$ cat src/design/periph_pkg.sv
/* Shared definitions for the peripheral configuration subsystem. Bus widths,
   the address map, register-bus structs, the FLL config word and the boot image. */
package periph_pkg;

  // ==============================
  // widths and address map
  // ==============================
  localparam int unsigned AddrWidth = 16;  // apb byte address.
  localparam int unsigned DataWidth = 32;

  localparam logic [DataWidth-1:0] BootromBase = 32'h0000_0000;
  localparam logic [DataWidth-1:0] BootromSize = 32'h0000_1000;  // 4 KiB.
  localparam logic [DataWidth-1:0] FllBase     = 32'h0000_1000;
  localparam logic [DataWidth-1:0] FllSize     = 32'h0000_0100;  // one slot per fll.
  localparam logic [DataWidth-1:0] FllWindow   = 32'h0000_1000;  // room for 16 slots.
  localparam logic [DataWidth-1:0] MemBase     = 32'h0000_8000;
  localparam logic [DataWidth-1:0] MemSize     = 32'h0000_8000;  // 32 KiB.

  // ==============================
  // register bus
  // ==============================
  typedef struct packed {
    logic [DataWidth-1:0] addr;
    logic [DataWidth-1:0] wdata;
    logic                 write;
    logic                 valid;
  } reg_req_t;

  typedef struct packed {
    logic [DataWidth-1:0] rdata;
    logic                 ready;
    logic                 error;
  } reg_rsp_t;

  // the mode bit of the FLL config word selects the view (1 = closed loop).
  typedef struct packed {
    logic        mode;
    logic        enable;
    logic [13:0] rsvd;
    logic [15:0] dco;
  } fll_open_t;

  typedef struct packed {
    logic        mode;
    logic        enable;
    logic [15:0] rsvd;
    logic [9:0]  mult;
    logic [3:0]  div_exp;
  } fll_closed_t;

  typedef union packed {
    fll_open_t   open_loop;
    fll_closed_t closed_loop;
  } fll_cfg_u;

  // ==============================
  // boot image
  // ==============================
  localparam int unsigned BootWords = 16;

  function automatic logic [BootWords-1:0][DataWidth-1:0] boot_image_init();
    logic [BootWords-1:0][DataWidth-1:0] img;
    for (int k = 0; k < BootWords; k++) begin
      img[k] = 32'hB007_0000 + k;
    end
    return img;
  endfunction

  localparam logic [BootWords-1:0][DataWidth-1:0] BootImage = boot_image_init();

endpackage

$ cat src/design/bootrom_regs.sv
/* Boot ROM target. Serves the boot image by word index one cycle after the
   request; writes complete with an error and change nothing. */
module bootrom_regs (
  input  logic                 clk_i,
  input  logic                 reset_i,
  input  periph_pkg::reg_req_t req_i,
  output periph_pkg::reg_rsp_t rsp_o
);

  logic [9:0]                       word_idx;
  logic [periph_pkg::DataWidth-1:0] word;
  logic                             accept;
  logic                             ready_q;
  logic                             err_q;
  logic [periph_pkg::DataWidth-1:0] rdata_q;

  assign word_idx = req_i.addr[11:2];  // word index within the 4 KiB region.
  assign accept   = req_i.valid & ~ready_q;

  // past the stub the region reads as zero
  always_comb begin
    word = '0;
    if (word_idx < periph_pkg::BootWords) begin
      word = periph_pkg::BootImage[word_idx[3:0]];
    end
  end

  always_ff @(posedge clk_i) begin
    if (reset_i) begin
      ready_q <= 1'b0;
      err_q   <= 1'b0;
    end else begin
      ready_q <= accept;
      err_q   <= accept & req_i.write;  // read only.
    end
  end

  always_ff @(posedge clk_i) begin
    if (accept) begin
      rdata_q <= word;
    end
  end

  assign rsp_o = '{rdata: rdata_q, ready: ready_q, error: err_q};

endmodule

$ cat config.mk
export PLATFORM = sky130hd
export DESIGN_NAME = bootrom_regs
export DESIGN_NICKNAME = d
export VERILOG_FILES = /design/src/design/periph_pkg.sv /design/src/design/bootrom_regs.sv
export SDC_FILE = /design/constraint.sdc
export NUM_CORES = 1
export LEC_CHECK = 0
export ABC_AREA = 1
export BUFFER_PORTS_ARGS = -buffer_cell sky130_fd_sc_hd__buf_2
export CAP_MARGIN = 20
export CORE_ASPECT_RATIO = 1.2
export CORE_MARGIN = 4
export CORE_UTILIZATION = 21
export CTS_BUF_LIST = sky130_fd_sc_hd__clkbuf_16
export DETAILED_ROUTE_END_ITERATION = 16
export GPL_TIMING_DRIVEN = 0
export PLACE_DENSITY_LB_ADDON = 0.12
export SETUP_SLACK_MARGIN = 0.2
export SYNTH_ARGS = -nofsm -noshare
export SYNTH_HDL_FRONTEND = slang
export SYNTH_SLANG_ARGS = --single-unit
$ cat constraint.sdc
create_clock -name clk_i -period 0.82 [get_ports clk_i]
set_input_delay 0 -clock clk_i [delete_from_list [all_inputs] [get_ports clk_i]]
set_output_delay 0 -clock clk_i [all_outputs]
set_load 0.03 [all_outputs]
=== Word-level counts from Yosys, hierarchy flattened ===
Memories as Yosys holds them, arrays and structs flattened. A register that Yosys moved wholly into a read port is not among the register bits.
Cells that the tools add are included.

* Bits in registers: 2
* ROM bits: 512
* Input bits: 68
* Output and inout bits: 34
* Logic and storage cells: 8
* Memories: 1

* Order comparisons: 1
* Bitwise gates (word level): 3
* Reduce and logical (&&, ||, !) cells: 1

{| class="wikitable"
|+ Memories
! name !! words !! width !! read ports !! clocked after Yosys merged registers in !! wr ports !! RTL line !! source
|-
| (name not given) || 16 || 32 || 1 || 1 || 0 || bootrom_regs.sv:24 || <nowiki>word = periph_pkg::BootImage[word_idx[3:0]];</nowiki>
|}

{| class="wikitable"
|+ Operators by type and width
! operator !! number
|-
| 10-bit by 5-bit < comparator with 1-bit output (second input constant) || 1
|-
| 1-bit bitwise AND || 2
|-
| 1-bit logical NOT || 1
|-
| 1-bit NOT || 1
|}

=== Longest topological paths before layout ===
Gate-level depths: netlist of run 1.

* Word-level depth: 3
* Mapped depth: 5
* Gate-level depth less buffers: 5

=== Worst setup path after synthesis of run 1 ===
No wires, ideal clock.

* Kind: flip-flop to flip-flop
* Start: register ready_q
* End: register rdata_q[0] in the netlist's numbering (enable)
* Library setup time: 0.313 ns
* Arrival: 0.514 ns
* Data required time: 0.507 ns
* Path slack: -0.006 ns
* Cell stages (with the launch flop): 4
* Path buffers: 0
* Clock period less this slack: 0.826 ns
* Cells stage by stage: dfxtp_1 inv_1 nand2_1 inv_1

* Longest elaborated chain between the ends: 2

{| class="wikitable"
|+ RTL lines
! element !! RTL line !! source
|-
| start: declaration || bootrom_regs.sv:13 || <nowiki>logic ready_q;</nowiki>
|-
| start signal: assignment || bootrom_regs.sv:33 || <nowiki>ready_q <= accept;</nowiki>
|-
| 1-bit NOT || bootrom_regs.sv:18 || <nowiki>assign accept = req_i.valid & ~ready_q;</nowiki>
|-
| 1-bit bitwise AND || bootrom_regs.sv:18 ||
|-
| named net accept || bootrom_regs.sv:12 || <nowiki>logic accept;</nowiki>
|-
| end: declaration || bootrom_regs.sv:15 || <nowiki>logic [periph_pkg::DataWidth-1:0] rdata_q;</nowiki>
|}

The timed path passes the listed nets, and every way through them passes these cells.
A chain may end at the register's enable or synchronous reset.

==> metrics.log, run 1 <==
INFO  metric ys_seq_elements = 7
INFO  metric setup_violations = 6
INFO  metric multi_input_area = 151.4 µm²
INFO  metric clockRootBuffer = sky130_fd_sc_hd__clkbuf_16
INFO  metric worstSetupStartpointType = flip-flop
INFO  metric pin_count = 102
INFO  metric critPathMaxStageDelay = 0.44 ns
INFO  metric drcViolationCount = 0
INFO  metric via_count_of_the_first_global_routing_pass = 389
INFO  metric rsz0062_at_grt = true
INFO  metric cp_cell_sequence = buf_4, buf_6
INFO  metric critPathSlowestCell = sky130_fd_sc_hd__edfxtp_1
INFO  metric hold-worst-slack = 0.06846 ns
INFO  metric max-clock-path-buffers = 2
INFO  metric post-place-cells = 132
INFO  metric final.setup.tns = -0.8029 ns
INFO  metric n_fill_cell = 203
INFO  metric areaGrowthSynthToFinish = 91.56%
INFO  metric violations = setup timing
INFO  metric yosysWarningCount = 0
INFO  metric place.port_buffers = 25
INFO  metric drt-wirelength-per-cell = 7.086 µm
INFO  metric clk_pin_slew_worst_paths = 0.03 ns
INFO  metric num_vias = 418
INFO  metric globalRouteTotalUtil = 6.735%
INFO  metric design.die.area = 3169 µm²
INFO  metric grt_overflow = 0
INFO  metric n_antenna_cell = 0
INFO  metric required = 0.82 ns
INFO  metric cp_num_buf_inv = 2
INFO  metric cp_num_cells = 2
INFO  metric detail-route-antenna-nets = 0
INFO  metric place_hpwl = 787.1 µm
INFO  metric holdPathStages = 3
INFO  metric post-route-period-util = 118.3%
INFO  metric path_delay_family = flip-flops
INFO  metric worst_slack = -0.1504 ns
INFO  metric clock_skew = 0.00004885 ns
INFO  metric clkLatencyLatePin = 0.23 ns
INFO  metric fp-row-count = 18
INFO  metric synth_area = 489.2 µm²
INFO  metric detail_route.wirelength = 985 µm
INFO  metric drv_slew = 0
INFO  metric finalNonFillerCells = 139
INFO  metric hp-class = input port to flip-flop
INFO  metric layout_min_cycle_time = 0.9704 ns
INFO  metric cts_max_level = 1
INFO  metric drt-pass1-iter-count = 1
INFO  metric grt_start_max_net_pins = 7
INFO  metric cts_sinks = 7
INFO  metric globalplace.congestion = 0.6020
INFO  metric proportion_of_layout_cells_with_a_drive_suffix_above_1 = 59.63%
INFO  metric netlist-cell-type-count = 8
INFO  metric worstPathArrival = 0.97 ns
INFO  metric crit_path_end_kind = output pin
INFO  metric criticalPathCategory = flip-flop to output pin
INFO  metric wire_length_of_the_first_global_routing_pass = 1.407 mm
INFO  metric finish.net_count = 178
INFO  metric outcome = finished, violations left
INFO  metric timing.max_cap.violations = 0
INFO  metric crit_path_max_fanout = 6
INFO  metric final-seq-area = 191.4 µm²
INFO  metric peakVddDrop = 0.7060 mV
INFO  metric p_leak = 0.5373 nW
INFO  metric cts_tree = done
INFO  metric synth_seq_area_share = 38.87%
INFO  metric drt_iter0_markers = 0
INFO  metric synthesis.instances = 56
INFO  metric timing.final.hold_violations = 0
INFO  metric achievable-frequency = 1030 MHz
INFO  metric p_per_area = 1799 nW/µm²
INFO  metric postSynthAreaPerCell = 8.736 µm²
INFO  metric ff2ff_path_depth = 3
INFO  metric antenna_found_initial = 0
INFO  metric chipHeight = 60.87 µm
INFO  metric via_per_inst = 3.007
INFO  metric initial_utilization = 22.87%
INFO  metric tritoncts.num_buffers = 3
INFO  metric coreArea = 2140 µm²
INFO  metric dieWidth = 52.06 µm
## power breakdown
group	leakage, nW	total, mW	switching, mW	internal (mW)
registers	0.0650	0.413	0.0115	0.401
clock network	0.0423	0.807	0.174	0.633
logic	0.430	0.466	0.271	0.195
total	0.537	1.69	0.456	1.23
## per-stage QoR
step	instance area [µm²]	power, mW	setup WS (ns)	util [%]
after CTS	932.1	1.686	-0.1546	43.57
final	937.1	1.686	-0.1504	43.80
after detailed placement	730.7	0.8034	-0.005704	34.15
after floorplan	568.0	0.7404	0.02837	-
after global routing	937.1	1.759	-0.2101	43.80
after global placement	730.7	0.8016	0.002504	34.15
## logic make-up after synthesis
family | after synthesis | synth area share [%]
flip-flops | 7 | 38.87
AND/OR/NAND/NOR | 12 | 10.49
other | 1 | 0.7665
buffers and inverters | 36 | 49.87
## layer usage
layer / GRT usage [%] / part of all wire (%)
met1: 5.979 / 32
met2: 10.59 / 48
met3: 2.211 / 15
met4: 8.989 / 5.4
met5: 0 / 0
## cell type report
cell class,instances,area share [%]
Sequential cell,7,20.43
Multi-Input combinational cell,34,16.15
Inverter,7,3.338
Tap cell,30,4.005
Clock buffer,3,8.011
Buffer,29,23.63
Timing Repair Buffer,28,24.03
Clock inverter,1,0.4005
## cells in the mapped netlist
master | count | area (µm²)
sky130_fd_sc_hd__nor2_1 | 9 | 33.78
sky130_fd_sc_hd__nand3_2 | 1 | 10.01
sky130_fd_sc_hd__inv_1 | 7 | 26.28
sky130_fd_sc_hd__conb_1 | 1 | 3.750
sky130_fd_sc_hd__dfxtp_1 | 2 | 40.04
sky130_fd_sc_hd__buf_4 | 29 | 217.7
sky130_fd_sc_hd__edfxtp_1 | 5 | 150.1
sky130_fd_sc_hd__nand2_1 | 2 | 7.510
## layout by cell type (no fill, tap or decap)
| cell | count |
|---|---|
| sky130_fd_sc_hd__buf_4 | 28 |
| sky130_fd_sc_hd__conb_1 | 22 |
| sky130_fd_sc_hd__buf_2 | 14 |
| sky130_fd_sc_hd__buf_6 | 13 |
| sky130_fd_sc_hd__nor2_1 | 8 |
| sky130_fd_sc_hd__inv_1 | 6 |
| sky130_fd_sc_hd__edfxtp_1 | 5 |
| sky130_fd_sc_hd__clkbuf_16 | 3 |
| sky130_fd_sc_hd__dlygate4sd3_1 | 2 |
| sky130_fd_sc_hd__inv_2 | 1 |
| sky130_fd_sc_hd__nand2_4 | 1 |
| sky130_fd_sc_hd__inv_6 | 1 |
| sky130_fd_sc_hd__nand3_2 | 1 |
| sky130_fd_sc_hd__nor2_4 | 1 |
| sky130_fd_sc_hd__nand2_2 | 1 |
| sky130_fd_sc_hd__dfxtp_1 | 1 |
| sky130_fd_sc_hd__dfxtp_2 | 1 |
## path summary, 6_finish.rpt
path | slack [ns] | start | end
min reg2reg | 0.62 | ready_q$_SDFF_PP0_ | ready_q$_SDFF_PP0_
max reg2reg | 0.02 | ready_q$_SDFF_PP0_ | rdata_q[1]$_SDFFCE_PP0P_
min | 0.07 | req_i[37] | rdata_q[1]$_SDFFCE_PP0P_
max | -0.15 | rdata_q[29]$_SDFFCE_PP0P_ | rsp_o[20]
## state kept, by name, summed over array words and instances (netlist names)
| register | count |
|---|---|
| err_q | 1 |
| rdata_q | 5 |
| ready_q | 1 |
## worst min-delay path, delay by kind of cell
family | cells | cell delay, ns
buffers and inverters | 2 | 0.10
AND/OR/NAND/NOR | 1 | 0.08
## timing repair
| action | in CTS | in global routing |
|---|---|---|
| gates cloned | 0 | 0 |
| gates resized for setup | 31 | 2 |
| hold buffers | 2 | 0 |
| pin swaps | 2 | 2 |
| endpoints found under the hold margin | 2 | 0 |
| buffers inserted | 1 | 0 |
| endpoints found under the setup margin | 19 | 19 |
(Power assumes the default switching activity.)
==> run 2, diff against run 1 <==
BUFFER_PORTS_ARGS = default   (was -buffer_cell sky130_fd_sc_hd__buf_2)
CORE_UTILIZATION = 31   (was 21)
DONT_BUFFER_PORTS = 1   (was default)
clock period = 0.8 ns   (was 0.82 ns; I/O delays follow)
==> run 2 against run 1 <==
  * The flow finishes with violations (hold timing, setup timing)
  * Sequential power is 9.7% higher
  * Final cell count down 27%
  * Combinational power is 25% lower
  * Clock skew up 0.0026 ns
  * Sequential share of layout area grew 5.9 points
  * Power shrank 3.5%
  * Critical endpoint is now rsp_o[31]
  * Design area shrank 22%
  * Die area fell by 28%
  * Sequential cell count unchanged
  * Largest power group unchanged
==> metrics.log, run 2 (synthesis gave the netlist of run 1 again) <==
INFO  metric final-seq-area = 192.7 µm²
INFO  metric num_vias = 321
INFO  metric detail_route.wirelength = 833 µm
INFO  metric place_hpwl = 671.7 µm
INFO  metric critPathSlowestCell = sky130_fd_sc_hd__edfxtp_1
INFO  metric grt_overflow = 0
INFO  metric timing.final.hold_violations = 4
INFO  metric crit_path_max_fanout = 6
INFO  metric initial_utilization = 33.42%
INFO  metric grt_busiest_layer = met2
INFO  metric clock_skew = 0.002662 ns
INFO  metric cts_tree = done
INFO  metric post-place-cells = 94
INFO  metric design.die.area = 2280 µm²
INFO  metric p_per_area = 2222 nW/µm²
INFO  metric peakVddDrop = 0.8638 mV
INFO  metric areaGrowthSynthToFinish = 49.62%
INFO  metric achievable-frequency = 952.0 MHz
INFO  metric switchingPower = 0.4412 mW
INFO  metric finish.net_count = 153
INFO  metric power.share.switching = 27.12%
INFO  metric globalRouteMet1Util = 6.681%
INFO  metric finalNonFillerCells = 101
INFO  metric wire_length_of_the_first_global_routing_pass = 1.131 mm
INFO  metric tritoncts.num_buffers = 3
INFO  metric post-route-period-util = 131.3%
INFO  metric drcViolationCount = 0
INFO  metric detail-route-antenna-nets = 0
INFO  metric worstPathArrival = 1.05 ns
INFO  metric cp_num_buf_inv = 1
INFO  metric power.combinational.fraction = 21.6%
INFO  metric power.share.clock = 50.6%
INFO  metric layout_min_cycle_time = 1.050 ns
INFO  metric largest_reg_flops = 5
INFO  metric grt_start_max_net_pins = 7
INFO  metric clkLatencyLatePin = 0.23 ns
INFO  metric hold-worst-slack = -0.01546 ns
INFO  metric via_count_of_the_first_global_routing_pass = 302
INFO  metric n_fill_cell = 141
INFO  metric clk_pin_slew_worst_paths = 0.04 ns
INFO  metric p_seq_share = 27.8%
INFO  metric worstSetupStartpointType = flip-flop
INFO  metric proportion_of_layout_cells_with_a_drive_suffix_above_1 = 48.81%
INFO  metric via_per_inst = 3.178
INFO  metric globalplace.congestion = 0.6188
INFO  metric violations = hold timing, setup timing
INFO  metric drt-pass1-iter-count = 1
INFO  metric layout_common_cells = sky130_fd_sc_hd__buf_4, sky130_fd_sc_hd__conb_1, sky130_fd_sc_hd__nor2_1, sky130_fd_sc_hd__inv_1, sky130_fd_sc_hd__edfxtp_1
INFO  metric cts_max_level = 1
INFO  metric drt_iter0_markers = 0
INFO  metric coreArea = 1464 µm²
INFO  metric critPathMaxStageDelay = 0.58 ns
INFO  metric outcome = finished, violations left
INFO  metric rsz0062_at_grt = true
INFO  metric layout_commonest_cell = sky130_fd_sc_hd__buf_4
INFO  metric use_met2 = 9.466%
INFO  metric setup_violations = 10
INFO  metric met3_usage = 4.152%
INFO  metric path_delay_family = flip-flops
INFO  metric fp-row-count = 15
INFO  metric max_flop_register = rdata_q
INFO  metric drv_slew = 0
INFO  metric chipHeight = 51.52 µm
INFO  metric final.setup.tns = -1.264 ns
INFO  metric layout_top_registers = rdata_q: 5 flops, err_q: 1 flops, ready_q: 1 flops
INFO  metric globalRouteTotalUtil = 6.934%
INFO  metric n_antenna_cell = 0
INFO  metric dieWidth = 44.27 µm
INFO  metric max-clock-path-buffers = 2
INFO  metric internal_power = 1.185 mW
INFO  metric criticalPathCategory = flip-flop to output pin
INFO  metric crit_path_end_kind = output pin
INFO  metric timing.max_cap.violations = 0
INFO  metric place.port_buffers = 0
INFO  metric p_leak = 0.4161 nW
INFO  metric worst_slack = -0.2504 ns
INFO  metric clockRootBuffer = sky130_fd_sc_hd__clkbuf_16
INFO  metric cts_sinks = 7
INFO  metric pin_count = 102
INFO  metric antenna_found_initial = 0
INFO  metric required = 0.80 ns
INFO  metric cp_cell_sequence = buf_4
INFO  metric drt-wirelength-per-cell = 8.248 µm
INFO  metric hp-class = input port to flip-flop
INFO  metric multi_input_area = 151.4 µm²
run 2: cell types whose count changed in the layout (fill, tap and decap cells not counted), sizes merged:
cell | before | now
buf | 55 | 30
run 2: through the flow:
stage,setup slack [ns],total power [mW],util [%],cell area [µm²]
after floorplan,0.008369,0.7589,-,568.0
after global placement,-0.01754,0.7667,40.26,589.3
after detailed placement,-0.02084,0.7677,40.26,589.3
after CTS,-0.2607,1.611,48.03,703.2
after global routing,-0.3006,1.689,50.00,732.0
final,-0.2504,1.627,50.00,732.0
run 2: final timing paths:
path,endpoint,cells after the start,from,slack [ns]
setup / recovery,rsp_o[31],1,rdata_q[29]$_SDFFCE_PP0P_,-0.25
hold / removal,rdata_q[1]$_SDFFCE_PP0P_,2,req_i[37],-0.02
hold reg to reg,ready_q$_SDFF_PP0_,4,ready_q$_SDFF_PP0_,0.61
setup reg to reg,rdata_q[0]$_SDFFCE_PP0P_,3,ready_q$_SDFF_PP0_,0
run 2: power groups by stage:
| stage | Clock, mW | Sequential [mW] | Combinational, mW |
|---|---|---|---|
| final | 0.823 | 0.453 | 0.351 |
| after global routing | 0.861 | 0.455 | 0.373 |
| after CTS | 0.831 | 0.453 | 0.326 |
| after detailed placement | 0 | 0.456 | 0.312 |
| after global placement | 0 | 0.456 | 0.311 |
| after floorplan | 0 | 0.453 | 0.306 |
run 2: final cells by class:
| class | instances | area share (%) |
|---|---|---|
| plain buffers | 29 | 30.77 |
| flip-flops and latches | 7 | 26.32 |
| multi-input cells | 34 | 20.68 |
| clock buffers | 3 | 10.26 |
| repair buffers | 3 | 4.274 |
| inverters | 7 | 4.274 |
| well taps | 17 | 2.906 |
| clock inverters | 1 | 0.5128 |
run 2: worst reg2reg max path, cell delays in order (launching register included):
cell	delay [ns]
sky130_fd_sc_hd__dfxtp_2	0.32
sky130_fd_sc_hd__inv_2	0.06
sky130_fd_sc_hd__nand2_4	0.06
sky130_fd_sc_hd__inv_6	0.07
run 2: routing by layer:
| metal | part of all wire, % | vias to the layer above |
|---|---|---|
| met5 | 0 | - |
| met4 | 2.8 | 0 |
| met3 | 24 | 2 |
| met2 | 42 | 38 |
| met1 | 31 | 111 |
| li1 | - | 170 |
run 2: timing repair:
item | 4_1_cts | 5_1_grt
hold buffers | 2 | 0
setup buffers | 0 | 1
pin swaps | 1 | 2
endpoints found under the setup margin | 18 | 19
gates resized for setup | 7 | 6
hold endpoints to repair | 4 | 0
==> run 3, diff against run 2 <==
REMOVE_ABC_BUFFERS = 1   (was default)
==> run 3 against run 2 <==
  * The run still ends with hold timing, setup timing left
  * Via count decreased by 21%
  * Sequential share of layout area is 12 points higher
  * Worst hold slack worse by 0.071 ns
  * Critical path depth unchanged
  * Non-clock buffer count decreased by 29
  * Register-to-register slack lost 0.05 ns
  * Clock power fell by 0.7%
  * Global-route usage fell by 0.80 points
  * Clock skew down 0.0015 ns
  * Critical path type unchanged
==> metrics.log, run 3 (synthesis gave the netlist of run 1 again) <==
INFO  metric outcome = finished, violations left
INFO  metric violations = hold timing, setup timing
INFO  metric largest_reg_flops = 5
INFO  metric cts_max_level = 1
INFO  metric layout_commonest_cell = sky130_fd_sc_hd__conb_1
INFO  metric antenna_found_initial = 0
INFO  metric via_count_of_the_first_global_routing_pass = 229
INFO  metric clkLatencyLatePin = 0.23 ns
INFO  metric drt-pass1-iter-count = 2
INFO  metric place_hpwl = 562.8 µm
INFO  metric chipHeight = 51.52 µm
INFO  metric critPathSlowestCell = sky130_fd_sc_hd__edfxtp_1
INFO  metric achievable-frequency = 789.9 MHz
INFO  metric grt_start_max_net_pins = 7
INFO  metric via_per_inst = 3.500
INFO  metric cp_cell_sequence = buf_16
INFO  metric critPathMaxStageDelay = 0.78 ns
INFO  metric drv_slew = 0
INFO  metric met3WireLength = 157 µm
INFO  metric initial_utilization = 33.42%
INFO  metric post-route-period-util = 158.2%
INFO  metric num_vias = 252
INFO  metric worst_slack = -0.4660 ns
INFO  metric layout_min_cycle_time = 1.266 ns
INFO  metric worstSetupStartpointType = flip-flop
INFO  metric globalplace.congestion = 0.5573
INFO  metric final.setup.tns = -2.537 ns
INFO  metric cts_tree = done
INFO  metric endpoint_of_the_worst_register_to_register_path = rdata_q[2]$_SDFFCE_PP0P_
INFO  metric n_antenna_cell = 0
INFO  metric pin_count = 102
INFO  metric max_slew_margin = 54.85%
INFO  metric cp_num_buf_inv = 1
INFO  metric wirelength_met1 = 213 µm
INFO  metric path_delay_family = flip-flops
INFO  metric hp-class = input port to flip-flop
INFO  metric n_fill_cell = 155
INFO  metric setup.reg_to_reg.worst_slack = -0.05 ns
INFO  metric clk_pin_slew_worst_paths = 0.03 ns
INFO  metric detail_route.wirelength = 699 µm
INFO  metric timing.max_cap.violations = 0
INFO  metric clockRootBuffer = sky130_fd_sc_hd__clkbuf_16
INFO  metric cts_sinks = 7
INFO  metric crit_path_max_fanout = 4
INFO  metric timing.final.hold_violations = 5
INFO  metric rsz0062_at_grt = true
INFO  metric place.port_buffers = 0
INFO  metric p_per_area = 2902 nW/µm²
INFO  metric dieWidth = 44.27 µm
INFO  metric clock_skew = 0.001162 ns
INFO  metric grt_overflow = 0
INFO  metric hold-worst-slack = -0.08641 ns
INFO  metric critical_path.reg2reg.startpoint = ready_q$_SDFF_PP0_
INFO  metric layout_common_cells = sky130_fd_sc_hd__conb_1, sky130_fd_sc_hd__nor2_1, sky130_fd_sc_hd__inv_1, sky130_fd_sc_hd__edfxtp_1, sky130_fd_sc_hd__clkbuf_16
INFO  metric worstPathArrival = 1.27 ns
INFO  metric peakVddDrop = 0.8767 mV
INFO  metric finish.net_count = 124
INFO  metric crit_path_end_kind = output pin
INFO  metric areaGrowthSynthToFinish = 5.882%
INFO  metric postCtsHoldBufs = 2
INFO  metric detail-route-antenna-nets = 0
INFO  metric drt-wirelength-per-cell = 9.708 µm
INFO  metric globalRouteTotalUtil = 6.134%
INFO  metric maxUsedRoutingLayer = met4
INFO  metric min-delay-start = req_i[0]
INFO  metric route.met2.wl = 310 µm
INFO  metric max_flop_register = rdata_q
INFO  metric coreArea = 1464 µm²
INFO  metric hold_path_end = ready_q$_SDFF_PP0_
INFO  metric max-clock-path-buffers = 2
INFO  metric wire_length_of_the_first_global_routing_pass = 952 µm
INFO  metric tritoncts.num_buffers = 3
INFO  metric fp-row-count = 15
INFO  metric required = 0.80 ns
INFO  metric holdPathStages = 2
INFO  metric drt_iter0_markers = 1
INFO  metric p_leak = 0.2661 nW
INFO  metric ff2ff_path_depth = 3
INFO  metric criticalPathCategory = flip-flop to output pin
INFO  metric layout_top_registers = rdata_q: 5 flops, err_q: 1 flops, ready_q: 1 flops
INFO  metric design.die.area = 2280 µm²
INFO  metric proportion_of_layout_cells_with_a_drive_suffix_above_1 = 18.18%
INFO  metric drcViolationCount = 0
INFO  metric worstMarginPinSlew = 0.6787 ns
INFO  metric setup_violations = 11
[run 3: per-stage QoR]
step                util (%)  instances  total power, mW  area [µm²]  worst slack, ns
floorplan                  -         48           0.6482       350.3          -0.5884
global placement       25.38         65           0.6556       371.6          -0.6002
detailed placement     27.27         66           0.6745       399.1          -0.2528
CTS                    34.87         72            1.516       510.5          -0.4820
global route           35.38         72            1.562       518.0          -0.5065
finish                 35.38         72            1.503       518.0          -0.4660
[run 3: area by class of cell]
type                       count  area, µm²  share of cell area [%]
sequential                     7      197.7                   38.16
multi-input combinational     34      141.4                   27.29
clock buffer                   3      75.07                   14.49
timing repair buffer           3      47.55                   9.179
inverter                       7      31.28                   6.039
tap                           17      21.27                   4.106
clock inverter                 1      3.754                  0.7246
[run 3: power by group]
group          switching [mW]  internal [mW]
registers              0.0564          0.409
clock network           0.169          0.648
logic                   0.188         0.0329
total                   0.414           1.09
[run 3: timing repair]
action                                  4_1_cts  5_1_grt
endpoints found under the setup margin       19       19
endpoints found under the hold margin         6        3
buffers inserted                              0        0
resized for setup                             8        2
[run 3: worst max-delay path by stage]
stage	cells after the start	slack, ns	endpoint	start
2_1_floorplan	0	-0.59	rsp_o[18]	rdata_q[29]$_SDFFCE_PP0P_
3_3_place_gp	0	-0.60	rsp_o[18]	rdata_q[29]$_SDFFCE_PP0P_
3_5_place_dp	3	-0.25	rdata_q[0]$_SDFFCE_PP0P_	ready_q$_SDFF_PP0_
4_1_cts	1	-0.48	rsp_o[18]	rdata_q[29]$_SDFFCE_PP0P_
5_1_grt	1	-0.51	rsp_o[18]	rdata_q[29]$_SDFFCE_PP0P_
6_report	1	-0.47	rsp_o[18]	rdata_q[29]$_SDFFCE_PP0P_
[run 3: per-layer routing]
layer	vias to the layer above	GRT usage [%]
met5	-	0
met4	0	6.030
met3	2	3.806
met2	33	8.010
met1	104	6.424
li1	113	-
