[config.mk]
export PLATFORM = sky130hd
export DESIGN_NAME = fll_regs
export DESIGN_NICKNAME = d
export VERILOG_FILES = /design/src/design/periph_pkg.sv /design/src/design/fll_regs.sv
export SDC_FILE = /design/constraint.sdc
export NUM_CORES = 1
export LEC_CHECK = 0
export BUFFER_PORTS_ARGS = -buffer_cell sky130_fd_sc_hd__buf_2
export CORE_ASPECT_RATIO = 0.7
export CORE_MARGIN = 5
export CORE_UTILIZATION = 51
export CTS_CLUSTER_DIAMETER = 40
export CTS_CLUSTER_SIZE = 14
export DETAILED_ROUTE_END_ITERATION = 8
export PLACE_DENSITY = 0.92
export SLEW_MARGIN = 20
export SYNTH_ARGS = -nofsm -noshare
export SYNTH_HDL_FRONTEND = slang
export SYNTH_SLANG_ARGS = --single-unit
export TNS_END_PERCENT = 1
[constraint.sdc]
create_clock -name clk_i -period 3.7 [get_ports clk_i]
set_input_delay 0 -clock clk_i [delete_from_list [all_inputs] [get_ports clk_i]]
set_output_delay 0 -clock clk_i [all_outputs]
set_load 0.01 [all_outputs]
[src/design/periph_pkg.sv]
/* Shared definitions for the peripheral configuration subsystem. Bus widths,
   the address map, register-bus structs, the FLL config word and the boot image. */
package periph_pkg;

  // ==============================
  // widths and address map
  // ==============================
  localparam int unsigned AddrWidth = 16;  // apb byte address.
  localparam int unsigned DataWidth = 32;

  localparam logic [DataWidth-1:0] BootromBase = 32'h0000_0000;
  localparam logic [DataWidth-1:0] BootromSize = 32'h0000_1000;  // 4 KiB.
  localparam logic [DataWidth-1:0] FllBase     = 32'h0000_1000;
  localparam logic [DataWidth-1:0] FllSize     = 32'h0000_0100;  // one slot per fll.
  localparam logic [DataWidth-1:0] FllWindow   = 32'h0000_1000;  // room for 16 slots.
  localparam logic [DataWidth-1:0] MemBase     = 32'h0000_8000;
  localparam logic [DataWidth-1:0] MemSize     = 32'h0000_8000;  // 32 KiB.

  // ==============================
  // register bus
  // ==============================
  typedef struct packed {
    logic [DataWidth-1:0] addr;
    logic [DataWidth-1:0] wdata;
    logic                 write;
    logic                 valid;
  } reg_req_t;

  typedef struct packed {
    logic [DataWidth-1:0] rdata;
    logic                 ready;
    logic                 error;
  } reg_rsp_t;

  // the mode bit of the FLL config word selects the view (1 = closed loop).
  typedef struct packed {
    logic        mode;
    logic        enable;
    logic [13:0] rsvd;
    logic [15:0] dco;
  } fll_open_t;

  typedef struct packed {
    logic        mode;
    logic        enable;
    logic [15:0] rsvd;
    logic [9:0]  mult;
    logic [3:0]  div_exp;
  } fll_closed_t;

  typedef union packed {
    fll_open_t   open_loop;
    fll_closed_t closed_loop;
  } fll_cfg_u;

  // ==============================
  // boot image
  // ==============================
  localparam int unsigned BootWords = 16;

  function automatic logic [BootWords-1:0][DataWidth-1:0] boot_image_init();
    logic [BootWords-1:0][DataWidth-1:0] img;
    for (int k = 0; k < BootWords; k++) begin
      img[k] = 32'hB007_0000 + k;
    end
    return img;
  endfunction

  localparam logic [BootWords-1:0][DataWidth-1:0] BootImage = boot_image_init();

endpackage

[src/design/fll_regs.sv]
/* Configuration and status registers of one FLL. CFG at 0x0, STATUS at 0x4;
   an enabling CFG write restarts the lock-settling counter. */
module fll_regs #(
  parameter int unsigned SettleCycles = 20
) (
  input  logic                 clk_i,
  input  logic                 reset_i,
  input  periph_pkg::reg_req_t req_i,
  output periph_pkg::reg_rsp_t rsp_o,
  output periph_pkg::fll_cfg_u clk_cfg_o,
  output logic                 locked_o
);

  localparam int unsigned CntWidth     = $clog2(SettleCycles + 1);
  localparam logic [7:0]  CfgOffset    = 8'h00;
  localparam logic [7:0]  StatusOffset = 8'h04;

  periph_pkg::fll_cfg_u             cfg_q;
  periph_pkg::fll_cfg_u             wr_cfg;
  logic [CntWidth-1:0]              cnt_q;
  logic                             locked_q;
  logic                             ready_q;
  logic                             err_q;
  logic [periph_pkg::DataWidth-1:0] rdata_q;
  logic                             accept;
  logic                             hit_cfg;
  logic                             hit_status;
  logic                             bad;
  logic [15:0]                      loop_val;
  logic [periph_pkg::DataWidth-1:0] status;

  assign wr_cfg     = req_i.wdata;
  assign accept     = req_i.valid & ~ready_q;
  assign hit_cfg    = req_i.addr[7:0] == CfgOffset;
  assign hit_status = req_i.addr[7:0] == StatusOffset;
  assign bad        = ~(hit_cfg | hit_status) | (hit_status & req_i.write);

  // ==============================
  // status word
  // ==============================
  always_comb begin
    if (cfg_q.closed_loop.mode) begin
      loop_val = 16'(cfg_q.closed_loop.mult >> cfg_q.closed_loop.div_exp);
    end else begin
      loop_val = cfg_q.open_loop.dco;
    end
  end

  assign status = {loop_val, 15'b0, locked_q};

  // ==============================
  // config and lock state
  // ==============================
  always_ff @(posedge clk_i) begin
    if (reset_i) begin
      cfg_q    <= '0;
      cnt_q    <= '0;
      locked_q <= 1'b0;
      ready_q  <= 1'b0;
      err_q    <= 1'b0;
    end else begin
      ready_q <= accept;
      err_q   <= accept & bad;
      if (accept && req_i.write && hit_cfg) begin
        cfg_q    <= wr_cfg;
        locked_q <= 1'b0;  // relock from scratch.
        cnt_q    <= wr_cfg.open_loop.enable ? CntWidth'(SettleCycles) : '0;
      end else begin
        if (cnt_q != '0) cnt_q <= cnt_q - 1'b1;
        locked_q <= cfg_q.open_loop.enable & (cnt_q == '0);
      end
    end
  end

  always_ff @(posedge clk_i) begin
    if (accept) begin
      if (hit_cfg) begin
        rdata_q <= cfg_q;
      end else if (hit_status) begin
        rdata_q <= status;
      end else begin
        rdata_q <= '0;
      end
    end
  end

  assign rsp_o     = '{rdata: rdata_q, ready: ready_q, error: err_q};
  assign clk_cfg_o = cfg_q;
  assign locked_o  = locked_q;

endmodule

; ---- Word-level counts from Yosys, hierarchy flattened
; Index checks and enable logic that the tools add are counted.
[totals]
input_bits = 68
out_inout_bits = 67
regBits = 72
elab_cells = 30
[op_classes]
n_addsub = 1
n_bitwise = 8
n_shift = 1
reduce_logical = 7
muxes = 6
eq_ne = 1
[ops]
columns = operator, count
row1 = $mux 32, 2
row2 = $mux 16, 1
row3 = $shr 10x4->16, 1
row4 = $mux 5, 3
row5 = $eq 8x3->1 const B, 1
row6 = $logic_not 8->1, 1
row7 = $logic_not 5->1, 1
row8 = $reduce_bool 5->1, 1
row9 = $sub 5x1->5 const B, 1
row10 = $and 1x1->1, 4
row11 = $logic_and 1x1->1, 2
row12 = $not 1->1, 2
row13 = $or 1x1->1, 2
row14 = $reduce_bool 2->1, 1
row15 = $reduce_or 2->1, 1

; ---- Longest topological paths before layout
; Gate-level depths: netlist of run 1.
[logic_depth]
word_depth = 5
ltp_mapped = 7
depth_no_buf = 5

; ---- Least setup slack after synthesis of run 1
; OpenSTA, ideal clock, no wires.
[synth_timing]
path_kind = register to register
start = reg cfg_q, in the netlist clk_cfg_o[1]
end = reg rdata_q[18] in the netlist's numbering, data pin
path_buffers = 2
required_time_ps = 3443
setup_time_ps = 257
t_arrival_ps = 1688
path_stages_with_launch = 6
synth_period_minus_slack_ps = 1945
slack_ps = 1755
cell_sequence = dfxtp_1 > clkbuf_1 > clkbuf_1 > mux4_2 > a21o_1 > a32o_1
[synth_via]
elab_chain_len = 4
[synth_rtl]
columns = item, line_no
row1 = start: declaration, fll_regs.sv:18  ; periph_pkg::fll_cfg_u cfg_q;
row2 = start signal: assignment, fll_regs.sv:65  ; cfg_q <= wr_cfg;
row3 = $shr 10x4->16, fll_regs.sv:43  ; loop_val = 16'(cfg_q.closed_loop.mult >> cfg_q.closed_loop.div_exp);
row4 = $mux 16, fll_regs.sv:42  ; if (cfg_q.closed_loop.mode) begin
row5 = $mux 32, fll_regs.sv:79  ; end else if (hit_status) begin
row6 = $mux 32, fll_regs.sv:77  ; if (hit_cfg) begin
row7 = end signal: assignment, fll_regs.sv:78  ; rdata_q <= cfg_q;
row8 = end signal: assignment, fll_regs.sv:80  ; rdata_q <= status;
row9 = end: declaration, fll_regs.sv:24  ; logic [periph_pkg::DataWidth-1:0] rdata_q;
; Every way passes these cells.
; A chain may end at the register's enable or synchronous reset.

; ---- Worst setup path after layout of run 1
[layout_timing]
start = reg cfg_q, in the netlist clk_cfg_o[0]
end = reg rdata_q[16] in the netlist's numbering, data pin
[layout_via]
elab_chain_len = 4
[layout_rtl]
columns = item, line_no
row1 = $shr 10x4->16, fll_regs.sv:43
row2 = $mux 16 *, fll_regs.sv:42
row3 = $mux 32 *, fll_regs.sv:79
row4 = $mux 32 *, fll_regs.sv:77
; Mark *: on every way between the ends. The rest lies on a longest branch, timed or not.

==> results of run 1 <==
==> Yosys cell counts, types with 2 or more instances <==
cell type / instances
nand3b_1: 2
inv_2: 2
nand2_1: 5
nand2b_1: 4
nor3_1: 6
nor2b_1: 3
mux2i_1: 40
buf_4: 5
nor2_1: 36
a21oi_1: 5
a22o_1: 12
o32ai_1: 2
buf_2: 3
and2_1: 13
clkbuf_1: 12
o21ai_1: 4
dfxtp_1: 40
o2bb2ai_1: 2
a22oi_1: 2
edfxtp_1: 32
inv_1: 7
a2111oi_0: 3
mux4_2: 6
or3_1: 3
==> registers in the layout, indices dropped and copies added (netlist names) <==
| signal | flops |
|---|---|
| clk_cfg_o | 32 |
| rdata_q | 32 |
| cnt_q | 5 |
| err_q | 1 |
| locked_o | 1 |
| ready_q | 1 |
==> power by group through the flow <==
stage	Combinational (W)	Sequential (W)	Clock [W]
final	0.000206	0.000885	0.000625
after global routing	0.000229	0.000889	0.000670
after CTS	0.000205	0.000885	0.000644
after detailed placement	0.000177	0.000902	0
after global placement	0.000162	0.000900	0
after floorplan	0.000103	0.000907	0
==> cell type report <==
type / count / area [um^2] / area share
sequential: 72 / 1762 / 0.4087
multi-input combinational: 167 / 1287 / 0.2987
timing repair buffer: 148 / 920.9 / 0.2136
clock buffer: 10 / 148.9 / 0.03454
tap: 78 / 97.59 / 0.02264
clock inverter: 6 / 56.30 / 0.01306
inverter: 10 / 37.54 / 0.008708
==> cells in the final DEF, fill, tap and decap left out, types with 3 or more instances in the layout <==
master,synthesis,final
buf_2,3,110
mux2i_1,40,40
dfxtp_1,40,40
nor2_1,36,36
dlygate4sd3_1,0,34
edfxtp_1,32,32
and2_1,13,13
a22o_1,12,12
clkbuf_8,0,9
inv_1,7,7
mux4_2,6,6
nor3_1,6,5
nand2_1,5,5
a21oi_1,5,5
nand2b_1,4,4
o21ai_1,4,4
buf_4,5,4
or3_1,3,3
clkinv_1,1,3
nor2b_1,3,3
a2111oi_0,3,3
==> metrics by stage <==
stage	util	std cells	instance area (um^2)	hold slack [ns]	setup slack [ns]
floorplan	-	270	3191	0.08969	1.755
global route	0.7002	491	4310	0.05062	1.315
global placement	0.6116	441	3765	0.2312	1.385
finish	0.7002	491	4310	0.07876	1.484
CTS	0.7002	491	4310	0.04887	1.468
detailed placement	0.6116	441	3765	0.2416	1.295
==> logic make-up (layout without fill, tap and decap cells) <==
logic type,Yosys count,count (layout)
adders and majority gates,1,1
xor gates and xnor gates,2,2
muxes,47,47
DFF,72,72
buffers and inverters,31,174
AOI/OAI and AO/OA,38,38
and+or+nand+nor,79,79
==> repair_timing <==
item,4_1_cts,5_1_grt
hold buffers,34,0
endpoints found under the hold margin,36,0
setup endpoints to repair,0,0
==> worst max-delay path by stage <==
stage,from,slack [ns],end,cells past startpoint
final,clk_cfg_o[0],1.48,rdata_q[16],5
after global placement,req_i[38],1.38,clk_cfg_o[9],6
after global routing,clk_cfg_o[0],1.32,rdata_q[16],5
after CTS,clk_cfg_o[0],1.47,rdata_q[16],5
after floorplan,clk_cfg_o[1],1.76,rdata_q[18],5
after detailed placement,req_i[38],1.30,clk_cfg_o[1],6
==> routing by layer <==
| metal | part of all wire | track usage | wire length (um) |
|---|---|---|---|
| met5 | 0 | 0 | 0 |
| met4 | 0.014 | 0.05951 | 127 |
| met3 | 0.082 | 0.08383 | 723 |
| met2 | 0.48 | 0.3692 | 4222 |
| met1 | 0.42 | 0.2683 | 3693 |
==> worst max-delay path, stage by stage (launching register included) <==
cell,delay (ns)
dfxtp_1,0.56
buf_4,0.25
mux4_2,0.50
nor2b_1,0.14
a2111oi_0,0.41
o21ai_1,0.10
==> results.md, run 1 <==
- Status: completed
- Int Pwr: roughly 0.0013 W
- Register share of total power: 0.516
- Post CTS Setup Buffer Count: 0
- Clk_lat worst skew: 0.34 ns
- GRT Total Usage: 0.2211
- Vias per cell: 5.399
- Endpoints failing setup: 0
- Final Skew: ~0.0077 ns
- H-tree levels: 3
- RSZ-0062 raised after global routing: no
- Max Root-Sink Buffers: 2
- Gate power share: 0.120
- Netlist cell types: 45
- Routed length per placed instance: 17.85 um
- Seq cells post-synth: 72
- Psw: 0.0004055 W
- Clock network power share: 0.364
- Register area share after synthesis: 0.5522
- Pins Over Slew Limit: 0
- Hold endpoint: rdata_q[9]
- Vias: 2651
- Critical R2R Launch: clk_cfg_o[0]
- Vias in the first global route: 2729
- Final cycle utilization of the critical path: 0.5989
- Post-synthesis simple-gate area fraction: 0.1298
- Post-synthesis compound-gate area fraction: 0.09137
- Remaining DRCs: 0
- Critical path type: flop to flop
- Die Height: 76.18 um
- # port buffers: 110
- Die area: roughly 0.008 mm^2
- Core ar.: between 0.006 and 0.007 mm^2
- CTS Buf Count: 9
- R2R cell count: 5
- Min-delay worst type: primary input to flop
- WHS Path Cells: 2
- Worst IR Drop VDD: 0.0002374 V
- Share of cells above drive strength 1: 0.3390
- Largest family of logic cells by synthesized area: multiplexers
- Multiplexer area fraction after synthesis: 0.1714
- Critical path capture point type: flop
- Final net count: 477
- Syn avg cell area: 11.82 um^2
- Root Driver: clkbuf_8
- Fin crit period: 2.216 ns
- First-pass GRT wire length: 13970 um
- Largest net degree at the start of global routing: just over 40
- Synth area leaders: edfxtp_1, dfxtp_1, mux2i_1
- # diodes: 0
- Post-CTS Resized: 0
- Area growth syn-to-layout: 35.10%
- Worst hold start: req_i[36]
- Detail Route Antenna Nets: 0
- CTS Sinks: 72
- WP data arrival: 2.31 ns
- Req. time, crit path: 3.79 ns
- Async SR Flop Fraction: 0
- Post-synth EDFFs: 32
- Netlist Area Pre-Place: 0.003191 mm^2
- Yosys top cell area share: 0.3012
- Mapped Cells: 270
- Tot Pwr: 0.001715 W
- # fillers: ~430
- Hold Vio Cnt, Final: 0
- R2r setup slk: around 1.5 ns
- RR Endpoint: rdata_q[16]
- Post-Syn Nets: 339
- Hpwl dp: 5793 um
- Final setup TNS: 0 ns
- Max transition margin: 0.3314
- Maxcap violations: 0
- Die Wd: 104.5 um
- DRT Wirelength: 8766 um
- Pleak: 1.746 nW
- Rows: 24
- Clock transition at the registers of the reported paths: about 0.07 ns
- Commonest register cell after synthesis: dfxtp_1
- Detailed router's first-iteration violation count: 124
- Crit-path max FO: 8
- GPL Wtd Cong: 0.8403
- Power density over the cells: 397.9 mW/mm^2
- Peak Freq: 0.4513 GHz
- Synth area leader: edfxtp_1
- Sw Share: 0.2364
- CTS tree: done
- Post-Synth XOR/XNOR Area: 0.005490
- Drt pass-1 iters: 4
- Actual slew at the worst max-slew pin: 0.9947 ns
- Startpoint class of the critical path: flop
- Synth Area in Adders: 0.003922
- GRT Residual Overflow: 0
- Initial Util: 0.5183
- Initial antenna violation count: 0
- Ys Warns: 0
- I/O pin count: 135
Power figures use the tool's default switching activity.
==> run 2: changes to the inputs <==
--- a/config.mk
+++ b/config.mk
@@ -5,14 +5,15 @@
 export SDC_FILE = /design/constraint.sdc
 export NUM_CORES = 1
 export LEC_CHECK = 0
+export ABC_AREA = 1
 export BUFFER_PORTS_ARGS = -buffer_cell sky130_fd_sc_hd__buf_2
 export CORE_ASPECT_RATIO = 0.7
 export CORE_MARGIN = 5
-export CORE_UTILIZATION = 51
+export CORE_UTILIZATION = 44
 export CTS_CLUSTER_DIAMETER = 40
 export CTS_CLUSTER_SIZE = 14
 export DETAILED_ROUTE_END_ITERATION = 8
-export PLACE_DENSITY = 0.92
+export PLACE_DENSITY = 0.83
 export SLEW_MARGIN = 20
 export SYNTH_ARGS = -nofsm -noshare
 export SYNTH_HDL_FRONTEND = slang
==> constraint.sdc (replaced) <==
create_clock -name clk_i -period 2 [get_ports clk_i]
set_input_delay 0 -clock clk_i [delete_from_list [all_inputs] [get_ports clk_i]]
set_output_delay 0 -clock clk_i [all_outputs]
set_load 0.01 [all_outputs]
==> run 2 against run 1 <==
Compared with the run above: clock-buffer cell count decreased by 1; die area is 21% higher; sequential cell count is the same; synthesized area rose by 6.4%; routed wire length is 15% higher; global-route usage is 0.54 points lower; maximum frequency rose by 46%; sequential share of layout area is 2.3 points lower; sequential power rose by 83%; worst hold slack worse by 0.062 ns; largest power group unchanged.
==> results.md, run 2 <==
- Peak Freq: 0.6593 GHz
- Final cycle utilization of the critical path: 0.7584
- Req. time, crit path: between 2 and 2.5 ns
- Crit-path max cell delay: 0.32 ns
- Drt pass-1 iters: 5
- Startpoint class of the critical path: flop
- Netlist Area Pre-Place: 0.003393 mm^2
- Pins Over Slew Limit: 0
- Fin crit period: 1.517 ns
- Critical path capture point type: flop
- Syn avg cell area: between 8 and 9 um^2
- Yosys top cell area share: 0.2832
- DP Cell Count: 593
- WP data arrival: 1.66 ns
- Rows: 26
- Actual slew at the worst max-slew pin: roughly 0.38 ns
- Final Util: 0.6159
- Critical Path, Cell by Cell: inv_1 > nand2_1 > nor2_1 > a22oi_1 > o21ai_0
- Die Wd: 115.0 um
- Final setup TNS: 0 ns
- Non-filler cells, final: 643
- Seq cells post-synth: 72
- Post-synth EDFFs: 32
- Vias: about 3300
- Register area share after synthesis: 0.5192
- Root Driver: clkbuf_8
- Pleak: around 1.9 nW
- CTS tree: done
- Slowest cell on crit path: dfxtp_1
- Clock transition at the registers of the reported paths: about 0.080 ns
- Synth area leaders: edfxtp_1, dfxtp_1, nand2_1
- Area growth syn-to-layout: 34.62%
- GRT Total Usage: 0.2157
- Post-CTS Resized: 0
- Setup ws final: 0.4832 ns
- RSZ-0062 raised after global routing: no
- Synth area leader: edfxtp_1
- Async SR Flop Fraction: 0
- GPL Wtd Cong: around 0.87
- Max transition margin: 0.7470
- Detailed router's first-iteration violation count: 312
- Initial Util: 0.4575
- Detail Route Antenna Nets: 0
- Crit-path max FO: 12
- # port buffers: 110
- First-pass GRT wire length: 16480 um
- Leading cell type in the layout, fill and taps excluded: nand2_1
- DRT Wirelength: 10100 um
- Vias in the first global route: 3324
- # fillers: ~640
- Maxcap violations: 0
- Die Height: between 80 and 90 um
- Power density over the cells: 723.9 mW/mm^2
- Max Root-Sink Buffers: 2
- Vias per cell: around 5.2
- Most common cell in the netlist: nand2_1
- CTS Sinks: 72
- Status: completed
- Final net count: roughly 610
- CTS Buf Count: 9
- GRT Residual Overflow: 0
- Synth top cells by count: nand2_1, a21oi_1, nand3_1
- Tot Pwr: approximately 0.0033 W
- Remaining DRCs: 0
- Hpwl dp: 7025 um
- Routed length per placed instance: 15.70 um
- Largest net degree at the start of global routing: 29
- Mapped Cells: 397
- Most frequent cells in the layout: nand2_1, buf_2, nand3_1, a21oi_1, dfxtp_1
- Commonest register cell after synthesis: dfxtp_1
- Hold Vio Cnt, Final: 0
- H-tree levels: 3
- Endpoints failing setup: 0
- Initial antenna violation count: 1
- Clk_lat worst skew: 0.35 ns
- Netlist cell types: 33
- Worst IR Drop VDD: between 0.0005 and 0.0006 V
- Critical path type: flop to flop
- I/O pin count: 135
- Share of cells above drive strength 1: 0.3125
- Die area: 0.009596 mm^2
- Min-delay worst type: primary input to flop
- Post-Syn Nets: 466
- Ys Warns: 0
- Core ar.: roughly 0.0074 mm^2
- Worst Setup Slack post-DPL: 0.5200 ns
- Final Skew: around 0.0078 ns
## run 2: final cells by class
class	count	area, um^2	area share
tap	98	122.6	0.02684
sequential	72	1762	0.3856
inverter	32	120.1	0.02629
antenna	1	2.502	0.0005478
clock inverter	7	95.09	0.02082
timing repair buffer	154	975.9	0.2136
clock buffer	9	123.9	0.02712
multi-input combinational	270	1366	0.2991
## run 2: critical path: cells and delay by family (launching register included)
kind                   cells  cell delay (ns)
and+or+nand+nor            2             0.32
DFF                        1             0.32
AOI/OAI and AO/OA          2             0.38
buffers and inverters      1             0.29
## run 2: metrics by stage
stage / instance area [um^2] / hold slack [ns]
global placement: 4016 / 0.2626
global route: 4568 / 0.02094
CTS: 4566 / 0.008724
floorplan: 3393 / 0.1477
detailed placement: 4016 / 0.2699
finish: 4568 / 0.01634
## run 2: worst paths after layout
check / start / to / slack [ns] / depth (start not counted)
worst max-delay path: clk_cfg_o[0] / rdata_q[25] / 0.48 / 5
worst min-delay path: req_i[0] / ready_q / 0.02 / 4
worst max register to register: clk_cfg_o[0] / rdata_q[25] / 0.48 / 5
worst min register to register: cnt_q[0] / cnt_q[0] / 0.47 / 2
## run 2: cell families (layout without fill, tap and decap cells)
family	count (synthesis)	count (layout)	share of synthesized area
buffers and inverters	55	202	0.07818
adder cells (fa/ha/maj)	1	1	0.003687
other	0	1	0
flip-flops	72	72	0.5192
AO/OA/AOI/OAI	60	60	0.09366
AND/OR/NAND/NOR	207	207	0.3001
XOR/XNOR	2	2	0.005163
## run 2: power by group
| part | switching [W] | internal (W) | leakage, nW |
|---|---|---|---|
| clock network | 0.000566 | 0.000704 | 0.110 |
| registers | 0.0000302 | 0.00159 | 0.645 |
| logic | 0.000223 | 0.000190 | 1.16 |
| total | 0.000820 | 0.00249 | 1.91 |
## run 2: timing repair
| action | CTS | global route |
|---|---|---|
| hold buffers | 33 | 0 |
| endpoints found under the hold margin | 35 | 0 |
| endpoints found under the setup margin | 0 | 0 |
| setup buffers | 0 | 0 |
## run 2: routing by layer
metal | global-route usage | share of wire | vias to the layer above | wire length, um
met3 | 0.05725 | 0.099 | 18 | 1004
met5 | 0 | 0 | - | 0
met2 | 0.3398 | 0.47 | 173 | 4719
li1 | - | - | 1605 | -
met1 | 0.2919 | 0.42 | 1533 | 4216
met4 | 0.05864 | 0.015 | 0 | 156
==> run 3: changes to the inputs <==
--- a/config.mk
+++ b/config.mk
@@ -9,11 +9,11 @@
 export BUFFER_PORTS_ARGS = -buffer_cell sky130_fd_sc_hd__buf_2
 export CORE_ASPECT_RATIO = 0.7
 export CORE_MARGIN = 5
-export CORE_UTILIZATION = 44
+export CORE_UTILIZATION = 49
 export CTS_CLUSTER_DIAMETER = 40
 export CTS_CLUSTER_SIZE = 14
 export DETAILED_ROUTE_END_ITERATION = 8
-export PLACE_DENSITY = 0.83
+export PLACE_DENSITY = 0.88
 export SLEW_MARGIN = 20
 export SYNTH_ARGS = -nofsm -noshare
 export SYNTH_HDL_FRONTEND = slang
==> constraint.sdc (replaced) <==
create_clock -name clk_i -period 1.55 [get_ports clk_i]
set_input_delay 0 -clock clk_i [delete_from_list [all_inputs] [get_ports clk_i]]
set_output_delay 0 -clock clk_i [all_outputs]
set_load 0.01 [all_outputs]
==> run 3 against run 2 <==
Compared with the run above: critical endpoint is now cnt_q[2]; power up 38%; die area shrank 9.2%; largest power group unchanged; register-to-register slack worse by 0.35 ns.
==> results.md, run 3 (synthesis results as in run 2) <==
- Vias in the first global route: roughly 3300
- Final setup TNS: 0 ns
- Actual slew at the worst max-slew pin: 0.4149 ns
- Critical Path, Cell by Cell: or2_4 > nor2_4 > nand2_2 > buf_4 > nand2_1 > nand2_1 > a21oi_1
- Rows: 25
- Clock transition at the registers of the reported paths: 0.08 ns
- Core ar.: 0.006756 mm^2
- GPL Wtd Cong: around 0.88
- Critical path type: flop to flop
- Req. time, crit path: roughly 1.8 ns
- Detail Route Antenna Nets: 0
- Max Root-Sink Buffers: 2
- Die Wd: 109.5 um
- Hpwl dp: 6974 um
- Clk_lat worst skew: 0.34 ns
- Initial antenna violation count: 0
- Initial Util: 0.5022
- Vias per cell: 5.253
- CTS tree: done
- CTS Buf Count: 9
- R2r setup slk: 0.13 ns
- Peak Freq: 0.7042 GHz
- Share of cells above drive strength 1: 0.3236
- RR Endpoint: cnt_q[2]
- Pins Over Slew Limit: 0
- RSZ-0062 raised after global routing: no
- Root Driver: clkbuf_8
- Remaining DRCs: 0
- Vias: approximately 3400
- Most common cell on crit path: nand2_1
- Crit-path max FO: 12
- Critical path capture point type: flop
- Largest net degree at the start of global routing: 38
- # port buffers: 110
- Most frequent cells in the layout: nand2_1, buf_2, nand3_1, a21oi_1, dfxtp_1
- GRT Residual Overflow: 0
- Power density over the cells: 979.6 mW/mm^2
- Die area: 0.008716 mm^2
- # fillers: ~560
- Max transition margin: 0.7234
- Fin crit period: 1.420 ns
- Area growth syn-to-layout: 37.76%
- Maxcap violations: 0
- R2R cell count: 7
- Detailed router's first-iteration violation count: 215
- Post CTS Setup Buffer Count: 0
- Final Skew: 0.007743 ns
- CTS Sinks: a little over 70
- Final cycle utilization of the critical path: 0.9161
- First-pass GRT wire length: 16140 um
- Die Height: 79.63 um
- I/O pin count: 135
- WHS Path Cells: 4
- Final net count: 614
- Startpoint class of the critical path: flop
- Worst hold start: req_i[0]
- Crit. Startpoint: ready_q
- Slowest cell on crit path: dfxtp_1
- Routed length per placed instance: 15.49 um
- Hold Vio Cnt, Final: 0
- Endpoints failing setup: 0
- # diodes: 0
- Leading cell type in the layout, fill and taps excluded: nand2_1
- Drt pass-1 iters: 5
- Critical R2R Launch: ready_q
- DRT Wirelength: 9977 um
- Hold endpoint: ready_q
- WP data arrival: 1.70 ns
- Tot Pwr: between 0.004 and 0.005 W
- Min-delay worst type: primary input to flop
- H-tree levels: 3
- Crit-path max cell delay: 0.32 ns
- Worst IR Drop VDD: 0.0006281 V
- GRT Total Usage: 0.2366
- Pleak: 1.956 nW
- Status: completed
==> run 3: worst max path at each step <==
stage,end,cells after the start,slack [ns]
CTS,clk_cfg_o[8],5,0.12
floorplan,rdata_q[16],9,0.22
detailed placement,clk_cfg_o[8],5,0.15
finish,cnt_q[2],7,0.13
global route,cnt_q[2],7,0.009
global placement,rdata_q[21],9,0.17
==> run 3: metal layers <==
| metal | up-vias | GRT usage | routed length [um] |
|---|---|---|---|
| met5 | - | 0 | 0 |
| met4 | 0 | 0.07347 | 192 |
| met3 | 27 | 0.06144 | 982 |
| met2 | 184 | 0.3764 | 4634 |
| met1 | 1557 | 0.3156 | 4169 |
| li1 | 1615 | - | - |
==> run 3: timing repair <==
| action | CTS | global route |
|---|---|---|
| resized for setup | 0 | 2 |
| setup endpoints to repair | 0 | 3 |
| hold endpoints to repair | 35 | 0 |
| hold buffers | 33 | 0 |
==> run 3: worst max-delay path, delay by kind of cell, from the launching register on <==
family / cells / cell delay (ns)
AOI/OAI and AO/OA: 1 / 0.10
buffers and inverters: 1 / 0.23
and+or+nand+nor: 5 / 0.71
DFF: 1 / 0.32
==> run 3: layout make-up <==
| type | instances | area (um^2) | area share |
|---|---|---|---|
| clock inverters | 7 | 143.9 | 0.03078 |
| clock buffers | 9 | 123.9 | 0.02650 |
| well taps | 94 | 117.6 | 0.02516 |
| inverters | 32 | 123.9 | 0.02650 |
| multi-input cells | 270 | 1366 | 0.2923 |
| repair buffers | 160 | 1037 | 0.2219 |
| flip-flops and latches | 72 | 1762 | 0.3769 |
==> run 3: per-stage QoR <==
step / std cells / util / setup WS, ns / hold slack, ns / area (um^2)
6_report: 644 / 0.6919 / 0.1300 / 0.05789 / 4674
5_1_grt: 644 / 0.6919 / 0.009195 / 0.05592 / 4674
4_1_cts: 644 / 0.6913 / 0.1202 / 0.04392 / 4671
3_5_place_dp: 595 / 0.6028 / 0.1459 / 0.2699 / 4073
3_3_place_gp: 595 / 0.6028 / 0.1722 / 0.2642 / 4073
2_1_floorplan: 397 / - / 0.2191 / 0.1477 / 3397
==> run 3: report_power, final <==
group / total [W] / internal [W] / switching, W
Clock: 0.00196 / 0.00123 / 0.000723
Sequential: 0.00209 / 0.00206 / 0.0000363
Combinational: 0.000531 / 0.000245 / 0.000286
Total: 0.00458 / 0.00353 / 0.00104
